File: src/verilog/fpu_ss_defs.svh
// constants shared by the fp coprocessor
// register file size, input buffer depth, word width and OP-FP encodings
`ifndef FPU_SS_DEFS_SVH
`define FPU_SS_DEFS_SVH

// sizes
`define FPU_SS_NUM_FPR  32
`define FPU_SS_IN_DEPTH 2
`define FPU_SS_DATA_W   32

// major opcode shared by all supported instructions
`define FPU_SS_OPC_OP_FP 7'b1010011

// funct7 of sign injection, fmv.x.w and fmv.w.x
`define FPU_SS_F7_SGNJ   7'b0010000
`define FPU_SS_F7_MV_X_W 7'b1110000
`define FPU_SS_F7_MV_W_X 7'b1111000

// funct3 inside the sign injection group
`define FPU_SS_RM_SGNJ  3'b000
`define FPU_SS_RM_SGNJN 3'b001
`define FPU_SS_RM_SGNJX 3'b010

`endif

File: src/verilog/fpu_ss_xif_pkg.sv
// offload-side types of the fp coprocessor
// instruction id, operand word and the result returned to the core
`include "fpu_ss_defs.svh"

package fpu_ss_xif_pkg;

  // id tag the core attaches to each offloaded instruction
  typedef logic [3:0] id_t;

  // integer operand and result word
  typedef logic [`FPU_SS_DATA_W-1:0] data_t;

  // result returned over the result handshake
  typedef struct packed {
    data_t                               data;
    logic [$clog2(`FPU_SS_NUM_FPR)-1:0]  rd;
    id_t                                 id;
  } result_t;

endpackage
File: src/verilog/fpu_ss_instr_pkg.sv
// decoded instruction types of the fp coprocessor
// operation enum, register address and the buffered instruction entry
`include "fpu_ss_defs.svh"

package fpu_ss_instr_pkg;

  // supported operations, bit-exact subset of F only
  typedef enum logic [2:0] {
    MV_W_X = 3'd0,
    MV_X_W = 3'd1,
    SGNJ   = 3'd2,
    SGNJN  = 3'd3,
    SGNJX  = 3'd4
  } fpu_op_e;

  // fp register index
  typedef logic [$clog2(`FPU_SS_NUM_FPR)-1:0] reg_addr_t;

  // entry stored in the input buffer
  typedef struct packed {
    fpu_op_e                 op;
    reg_addr_t               rd;
    reg_addr_t               rs1;
    reg_addr_t               rs2;
    fpu_ss_xif_pkg::data_t   operand;
    fpu_ss_xif_pkg::id_t     id;
  } decoded_t;

endpackage

File: src/verilog/fpu_ss_fpr_if.sv
// fp register file access bundle
// two read ports and one write port, with execute and register file views
`timescale 1ns/10ps
`include "fpu_ss_defs.svh"

interface fpu_ss_fpr_if;
  import fpu_ss_instr_pkg::*;

  // read side, data returns in the same cycle
  reg_addr_t                 raddr_a;
  reg_addr_t                 raddr_b;
  logic [`FPU_SS_DATA_W-1:0] rdata_a;
  logic [`FPU_SS_DATA_W-1:0] rdata_b;

  // write side, lands on the next rising edge
  reg_addr_t                 waddr;
  logic [`FPU_SS_DATA_W-1:0] wdata;
  logic                      we;

  modport exec (output raddr_a, raddr_b, waddr, wdata, we, input rdata_a, rdata_b);
  modport rf (input raddr_a, raddr_b, waddr, wdata, we, output rdata_a, rdata_b);

endinterface

File: src/verilog/fpu_ss.sv
// fp coprocessor top level behind the core offload port
// decoder, input buffer, execute stage and fp register file
`timescale 1ns/10ps
`include "fpu_ss_defs.svh"

module fpu_ss (
  input  logic                  clk_i,
  input  logic                  rst_ni,
  // issue handshake
  input  logic                  x_issue_valid_i,
  output logic                  x_issue_ready_o,
  input  logic [31:0]           x_issue_instr_i,
  input  fpu_ss_xif_pkg::data_t x_issue_rs1_i,
  input  fpu_ss_xif_pkg::id_t   x_issue_id_i,
  output logic                  x_issue_accept_o,
  output logic                  x_issue_writeback_o,
  // result handshake
  output logic                  x_result_valid_o,
  input  logic                  x_result_ready_i,
  output fpu_ss_xif_pkg::data_t x_result_data_o,
  output logic [4:0]            x_result_rd_o,
  output fpu_ss_xif_pkg::id_t   x_result_id_o
);
  import fpu_ss_instr_pkg::*;
  import fpu_ss_xif_pkg::*;

  decoded_t dec_entry;
  decoded_t buf_entry;
  logic     dec_accept;
  logic     buf_push_valid;
  logic     buf_pop_valid;
  logic     buf_pop_ready;
  result_t  res;

  fpu_ss_fpr_if fpr_bus ();

  fpu_ss_decoder decoder_inst (
    .instr_i     (x_issue_instr_i),
    .rs1_i       (x_issue_rs1_i),
    .id_i        (x_issue_id_i),
    .accept_o    (dec_accept),
    .writeback_o (x_issue_writeback_o),
    .entry_o     (dec_entry)
  );

  // refused instructions are consumed without entering the buffer
  assign x_issue_accept_o = dec_accept;
  assign buf_push_valid   = x_issue_valid_i && dec_accept;

  fpu_ss_stream_fifo #(
    .T     (decoded_t),
    .DEPTH (`FPU_SS_IN_DEPTH)
  ) in_buf_inst (
    .clk_i        (clk_i),
    .rst_ni       (rst_ni),
    .push_valid_i (buf_push_valid),
    .push_ready_o (x_issue_ready_o),
    .push_data_i  (dec_entry),
    .pop_valid_o  (buf_pop_valid),
    .pop_ready_i  (buf_pop_ready),
    .pop_data_o   (buf_entry)
  );

  fpu_ss_execute execute_inst (
    .clk_i       (clk_i),
    .rst_ni      (rst_ni),
    .in_valid_i  (buf_pop_valid),
    .in_ready_o  (buf_pop_ready),
    .in_entry_i  (buf_entry),
    .fpr         (fpr_bus),
    .res_valid_o (x_result_valid_o),
    .res_ready_i (x_result_ready_i),
    .res_o       (res)
  );

  fpu_ss_regfile regfile_inst (
    .clk_i  (clk_i),
    .rst_ni (rst_ni),
    .fpr    (fpr_bus)
  );

  // result fields onto plain ports
  assign x_result_data_o = res.data;
  assign x_result_rd_o   = res.rd;
  assign x_result_id_o   = res.id;

endmodule

File: src/verilog/fpu_ss_decoder.sv
// offload decoder for the fmv and sign injection subset
// produces accept, writeback and the entry pushed into the input buffer
`timescale 1ns/10ps
`include "fpu_ss_defs.svh"

module fpu_ss_decoder (
  input  logic [31:0]                instr_i,
  input  logic [`FPU_SS_DATA_W-1:0]  rs1_i,
  input  fpu_ss_xif_pkg::id_t        id_i,
  output logic                       accept_o,
  output logic                       writeback_o,
  output fpu_ss_instr_pkg::decoded_t entry_o
);
  import fpu_ss_instr_pkg::*;

  logic [6:0] opcode;
  logic [6:0] funct7;
  logic [2:0] funct3;
  logic [4:0] rs2;
  logic       legal;
  fpu_op_e    op;

  // standard R-type field positions
  assign opcode = instr_i[6:0];
  assign funct3 = instr_i[14:12];
  assign rs2    = instr_i[24:20];
  assign funct7 = instr_i[31:25];

  always_comb begin
    legal = 1'b0;
    op    = SGNJ;
    if (opcode == `FPU_SS_OPC_OP_FP) begin
      unique case (funct7)
        `FPU_SS_F7_SGNJ: begin
          // funct3 picks the sign rule
          legal = 1'b1;
          unique case (funct3)
            `FPU_SS_RM_SGNJ:  op = SGNJ;
            `FPU_SS_RM_SGNJN: op = SGNJN;
            `FPU_SS_RM_SGNJX: op = SGNJX;
            default:          legal = 1'b0;
          endcase
        end
        // fmv forms share funct3 zero and an unused rs2 field
        `FPU_SS_F7_MV_X_W: begin
          op    = MV_X_W;
          legal = (funct3 == 3'b000) && (rs2 == 5'd0);
        end
        `FPU_SS_F7_MV_W_X: begin
          op    = MV_W_X;
          legal = (funct3 == 3'b000) && (rs2 == 5'd0);
        end
        default: legal = 1'b0;
      endcase
    end
  end

  assign accept_o    = legal;
  // only fmv.x.w returns a value to the core
  assign writeback_o = legal && (op == MV_X_W);

  assign entry_o.op      = op;
  assign entry_o.rd      = instr_i[11:7];
  assign entry_o.rs1     = instr_i[19:15];
  assign entry_o.rs2     = rs2;
  assign entry_o.operand = rs1_i;
  assign entry_o.id      = id_i;

endmodule

File: src/verilog/fpu_ss_execute.sv
// in-order single cycle execute stage
// reads fp operands, computes sign injection or moves, writes fpr or result
// holds the result register toward the core
`timescale 1ns/10ps
`include "fpu_ss_defs.svh"

module fpu_ss_execute (
  input  logic                       clk_i,
  input  logic                       rst_ni,
  input  logic                       in_valid_i,
  output logic                       in_ready_o,
  input  fpu_ss_instr_pkg::decoded_t in_entry_i,
  fpu_ss_fpr_if.exec                 fpr,
  output logic                       res_valid_o,
  input  logic                       res_ready_i,
  output fpu_ss_xif_pkg::result_t    res_o
);
  import fpu_ss_instr_pkg::*;
  import fpu_ss_xif_pkg::*;

  localparam int unsigned SIGN = `FPU_SS_DATA_W - 1;

  logic                      is_mv_x_w;
  logic                      res_free;
  logic                      fire;
  logic [`FPU_SS_DATA_W-1:0] op_a;
  logic [`FPU_SS_DATA_W-1:0] op_b;
  logic [`FPU_SS_DATA_W-1:0] wdata;
  logic                      res_valid_q;
  result_t                   res_q;

  // result slot is usable when empty or drained this cycle
  assign is_mv_x_w = (in_entry_i.op == MV_X_W);
  assign res_free  = !res_valid_q || res_ready_i;
  // stall only a move to the core while its slot is taken
  assign in_ready_o = !is_mv_x_w || res_free;
  assign fire       = in_valid_i && in_ready_o;

  // operand fetch
  assign fpr.raddr_a = in_entry_i.rs1;
  assign fpr.raddr_b = in_entry_i.rs2;
  assign op_a        = fpr.rdata_a;
  assign op_b        = fpr.rdata_b;

  always_comb begin
    unique case (in_entry_i.op)
      MV_W_X:  wdata = in_entry_i.operand;
      SGNJ:    wdata = {op_b[SIGN], op_a[SIGN-1:0]};
      SGNJN:   wdata = {~op_b[SIGN], op_a[SIGN-1:0]};
      // sign is the xor of both signs
      SGNJX:   wdata = {op_a[SIGN] ^ op_b[SIGN], op_a[SIGN-1:0]};
      default: wdata = op_a;
    endcase
  end

  // write lands on the popping edge, the next entry already sees it
  assign fpr.waddr = in_entry_i.rd;
  assign fpr.wdata = wdata;
  assign fpr.we    = fire && !is_mv_x_w;

  always_ff @(posedge clk_i or negedge rst_ni) begin
    if (!rst_ni) begin
      res_valid_q <= 1'b0;
    end else if (fire && is_mv_x_w) begin
      res_valid_q <= 1'b1;
    end else if (res_ready_i) begin
      res_valid_q <= 1'b0;
    end
  end

  // payload held until the handshake completes
  always_ff @(posedge clk_i) begin
    if (fire && is_mv_x_w) begin
      res_q.data <= op_a;
      res_q.rd   <= in_entry_i.rd;
      res_q.id   <= in_entry_i.id;
    end
  end

  assign res_valid_o = res_valid_q;
  assign res_o       = res_q;

endmodule

File: src/verilog/fpu_ss_regfile.sv
// floating-point register file
// two combinational read ports, one write port, cleared on reset
`timescale 1ns/10ps
`include "fpu_ss_defs.svh"

module fpu_ss_regfile (
  input  logic     clk_i,
  input  logic     rst_ni,
  fpu_ss_fpr_if.rf fpr
);

  logic [`FPU_SS_DATA_W-1:0] regs_q [`FPU_SS_NUM_FPR];

  // registers start at zero so untouched reads are defined
  always_ff @(posedge clk_i or negedge rst_ni) begin
    if (!rst_ni) begin
      for (int i = 0; i < `FPU_SS_NUM_FPR; i++) begin
        regs_q[i] <= '0;
      end
    end else if (fpr.we) begin
      regs_q[fpr.waddr] <= fpr.wdata;
    end
  end

  // read ports
  assign fpr.rdata_a = regs_q[fpr.raddr_a];
  assign fpr.rdata_b = regs_q[fpr.raddr_b];

endmodule

File: src/verilog/fpu_ss_stream_fifo.sv
// valid/ready circular buffer with a type-parameterized payload
// output comes from storage only, so a pushed entry is seen one cycle later
`timescale 1ns/10ps

module fpu_ss_stream_fifo #(
  parameter type         T     = logic,
  parameter int unsigned DEPTH = 2
) (
  input  logic clk_i,
  input  logic rst_ni,
  input  logic push_valid_i,
  output logic push_ready_o,
  input  T     push_data_i,
  output logic pop_valid_o,
  input  logic pop_ready_i,
  output T     pop_data_o
);

  localparam int unsigned PTR_W = (DEPTH > 1) ? $clog2(DEPTH) : 1;
  localparam int unsigned CNT_W = $clog2(DEPTH + 1);

  T                 mem_q [DEPTH];
  logic [PTR_W-1:0] wr_ptr_q;
  logic [PTR_W-1:0] rd_ptr_q;
  logic [CNT_W-1:0] cnt_q;
  logic             push;
  logic             pop;

  // full and empty straight from the occupancy count
  assign push_ready_o = (cnt_q != CNT_W'(DEPTH));
  assign pop_valid_o  = (cnt_q != '0);
  assign push         = push_valid_i && push_ready_o;
  assign pop          = pop_valid_o && pop_ready_i;
  assign pop_data_o   = mem_q[rd_ptr_q];

  always_ff @(posedge clk_i or negedge rst_ni) begin
    if (!rst_ni) begin
      wr_ptr_q <= '0;
      rd_ptr_q <= '0;
      cnt_q    <= '0;
    end else begin
      // pointers wrap at DEPTH, which need not be a power of two
      if (push) begin
        wr_ptr_q <= (wr_ptr_q == PTR_W'(DEPTH - 1)) ? '0 : wr_ptr_q + 1'b1;
      end
      if (pop) begin
        rd_ptr_q <= (rd_ptr_q == PTR_W'(DEPTH - 1)) ? '0 : rd_ptr_q + 1'b1;
      end
      // simultaneous push and pop leaves the count unchanged
      cnt_q <= cnt_q + CNT_W'(push) - CNT_W'(pop);
    end
  end

  // payload storage
  always_ff @(posedge clk_i) begin
    if (push) begin
      mem_q[wr_ptr_q] <= push_data_i;
    end
  end

endmodule

File: config.mk
export PLATFORM = sky130hd
export DESIGN_NAME = fpu_ss
export DESIGN_NICKNAME = d
export VERILOG_FILES = /design/src/verilog/fpu_ss_xif_pkg.sv /design/src/verilog/fpu_ss_instr_pkg.sv /design/src/verilog/fpu_ss_fpr_if.sv /design/src/verilog/fpu_ss.sv /design/src/verilog/fpu_ss_decoder.sv /design/src/verilog/fpu_ss_execute.sv /design/src/verilog/fpu_ss_regfile.sv /design/src/verilog/fpu_ss_stream_fifo.sv
export VERILOG_INCLUDE_DIRS = /design/src /design/src/verilog
export SDC_FILE = /design/constraint.sdc
export NUM_CORES = 2
export LEC_CHECK = 0
export ABC_AREA = 1
export BUFFER_PORTS_ARGS = -buffer_cell sky130_fd_sc_hd__buf_4
export CORE_MARGIN = 2
export CORE_UTILIZATION = 30
export CTS_BUF_LIST = sky130_fd_sc_hd__clkbuf_4 sky130_fd_sc_hd__clkbuf_8 sky130_fd_sc_hd__clkbuf_16
export DETAILED_ROUTE_END_ITERATION = 10
export PLACE_DENSITY = 0.52
export SLEW_MARGIN = 20
export SYNTH_ARGS = -nofsm -noshare
export SYNTH_HDL_FRONTEND = slang
export SYNTH_SLANG_ARGS = --single-unit
File: constraint.sdc
create_clock -name clk_i -period 4.1 [get_ports clk_i]
set_clock_uncertainty 0.2 [all_clocks]
set_input_delay 1.23 -clock clk_i [delete_from_list [all_inputs] [get_ports clk_i]]
set_output_delay 1.23 -clock clk_i [all_outputs]
set_load 0.01 [all_outputs]
==> impl_metrics.json <==
{
  "outcome": "complete, no violations",
  "hold_class": "input pin to async pin",
  "grt_util_all_layers_pct": 24.7,
  "ir_worst_vdd_mv": 0.510,
  "synth_warnings": 0,
  "ys_seq_elements": 1178,
  "cellLeakagePower_uw": 0.0325,
  "die_area_um2": 194000,
  "layout_common_cells": "nand2_1 (3052), nand3_1 (1936), dfrtp_1 (1028)",
  "max-cap-violations": 0,
  "syn_area_per_cell_um2": 7.80,
  "nFillCells": 19500,
  "crit_buf_inv": 2,
  "syn_nets": 7391,
  "num_rows": 160,
  "die_y_um": 440,
  "drt_iter0_markers": 6685,
  "crit_arrival_ps": 2650,
  "post-route-period-util_pct": 99.5,
  "vias": 53800,
  "ctsRootBufferMaster": "clkbuf_16",
  "place_hpwl_mm": 132,
  "clock_sinks": 1178,
  "clock_path_buffers": 3,
  "drc_errors": 0,
  "setup_violations": 0,
  "required_ps": 2670,
  "r2r_setup_slack_ps": 310,
  "async_flop_share_pct": 87.4,
  "cpPeakStageDelay_ps": 410,
  "crit_family": "simple AND/OR/NAND/NOR gates",
  "worst_slack_ps": 20.2,
  "worstMarginPinSlew_ps": 1020,
  "clk_pin_slew_ps": 50,
  "drive_gt1_share_pct": 10.5,
  "post-route-min-period_ps": 4080,
  "maxSlewViolCount": 0,
  "antenna_found_initial": 4,
  "ioPinCount": 117,
  "io_buffers": 116,
  "fmax_ghz": 0.245,
  "synth_edf_count": 149,
  "cpMostUsedCell": "buf_6",
  "cellPowerDensity_nw_per_um2": 814,
  "place_ws_ps": -25.2,
  "final_common_cell": "nand2_1",
  "path_cells": "buf_6 -> or3_4 -> nor2_4 -> nand4_1 -> o21ai_1 -> and3_4 -> nand2_2 -> nor2_2 -> buf_6",
  "slew_headroom_pct": 31.8,
  "wirelength_mm": 242,
  "grt_pass1_vias": 51700,
  "synth_cell_type_count": 40,
  "grt_pass1_wl_mm": 355,
  "ys_seq_area_share_pct": 53.0,
  "rsz0062_at_grt": "yes",
  "core-area_um2": 190000,
  "postCtsHoldBufs": 0,
  "ant_nets": 0,
  "start_util_pct": 30.1,
  "viasPerCell": 5.45,
  "grt_max_degree": 100,
  "end_kind": "primary output",
  "syn_inst": 7317,
  "gp_congestion": 0.841,
  "cts_buffers": 137,
  "critPathKind": "input pin to primary output",
  "p_total_uw": 54000,
  "hold_ws_ps": 201,
  "cp_max_fo": 4,
  "first_pass_iters": 6,
  "dieWidth_um": 440,
  "overflow": 0,
  "cts_tree": "done",
  "tns_ps": 0,
  "syn_area_um2": 57100,
  "cp_slowest_cell": "or3_4",
  "ys_dominant_reg_cell": "dfrtp_1",
  "wl_per_cell_um": 24.5,
  "htreeDepth": 4,
  "fin_nets": 7317,
  "hold_violations": 0,
  "critPathLaunchType": "input pin",
  "insertion_delay_ps": 800,
  "syn2layout_area_growth_pct": 16.4
}
## layer usage
metal | vias to the layer above | share of wire (%) | track usage [%]
met2 | 2864 | 45 | 38.4
li1 | 23700 | - | -
met3 | 580 | 8.9 | 4.31
met5 | - | 0.0054 | 0
met4 | 2 | 5.2 | 11.9
met1 | 26700 | 41 | 33.1
## sequential cells by signal, summed over array words and instances (netlist names)
signal                    flops
in_buf_inst.wr_ptr_q          1
regfile_inst.regs_q        1024
in_buf_inst.rd_ptr_q          1
execute_inst.res_o           41
execute_inst.res_valid_o      1
in_buf_inst.cnt_q             2
in_buf_inst.mem_q           108
## final cells by class
cell class | count | area [µm²] | area share [%]
diodes | 2 | 5.00 | 0.00754
clock buffers | 206 | 4230 | 6.37
clock inverters | 44 | 464 | 0.699
inverters | 123 | 470 | 0.708
multi-input cells | 5398 | 23700 | 35.6
flip-flops and latches | 1178 | 30200 | 45.5
well taps | 2511 | 3140 | 4.73
repair buffers | 405 | 4220 | 6.36
## cell families after synthesis
logic type	synth area share [%]
buffers and inverters	6.05
DFF	53.0
adders and majority gates	0.0438
AOI/OAI and AO/OA	1.83
xor gates and xnor gates	0.0614
and+or+nand+nor	39.0
muxes	0.0351
## Yosys cell counts, types with 17 or more instances
library cell / number / area share [%]
nand2_1: 3055 / 20
buf_4: 51 / 0.67
o21ai_1: 20 / 0.18
inv_2: 39 / 0.26
clkbuf_1: 175 / 1.2
buf_1: 17 / 0.11
o21ai_0: 97 / 0.85
o211ai_1: 47 / 0.62
dfrtp_1: 1029 / 45
buf_2: 373 / 3.3
inv_1: 83 / 0.55
edfxtp_1: 149 / 7.8
nor2_1: 154 / 1.0
nand3_1: 1936 / 17
nor2_2: 29 / 0.32
## power breakdown
| part | internal (µW) | switching, µW | total, µW |
|---|---|---|---|
| Combinational | 7010 | 15300 | 22300 |
| Sequential | 16500 | 2410 | 18900 |
| Clock | 7600 | 5250 | 12800 |
| Total | 31100 | 23000 | 54000 |
## path summary, 6_finish.rpt
path | from | cells after the start | to
min | rst_ni | 1 | regfile_inst.regs_q[1009]
max reg2reg | in_buf_inst.rd_ptr_q | 14 | regfile_inst.regs_q[257]
min in group clk_i | regfile_inst.regs_q[752] | 2 | regfile_inst.regs_q[752]
min reg2reg | regfile_inst.regs_q[752] | 2 | regfile_inst.regs_q[752]
max in group asynchronous | rst_ni | 2 | regfile_inst.regs_q[740]
max | x_issue_instr_i[27] | 9 | x_issue_writeback_o
## what timing repair did
item / 4_1_cts / 5_1_grt
endpoints found under the setup margin: 1 / 2
setup buffers: 2 / 0
pin swaps: 3 / 7
gates resized for setup: 2 / 12
## worst reg2reg max path: stages, from the launching register on
cell and delay, ps:
dfrtp_4 530, inv_2 370, nand2_2 280, nand2_8 390
buf_12 290, buf_12 240, nand2_1 70, nand3_1 80
nand3_1 90, nand3_1 100, nand3_1 110, nand3_1 390
buf_4 360, nand3_1 130, nand2_1 90
## metrics by stage
step | instances | util [%] | cell area [µm²]
CTS | 9865 | 35.0 | 66400
detailed placement | 9613 | 32.5 | 61700
floorplan | 7317 | - | 57100
global placement | 9613 | 32.5 | 61700
finish | 9867 | 35.0 | 66400
global route | 9867 | 35.0 | 66400
Note: power is estimated with default switching activity, not from simulation.
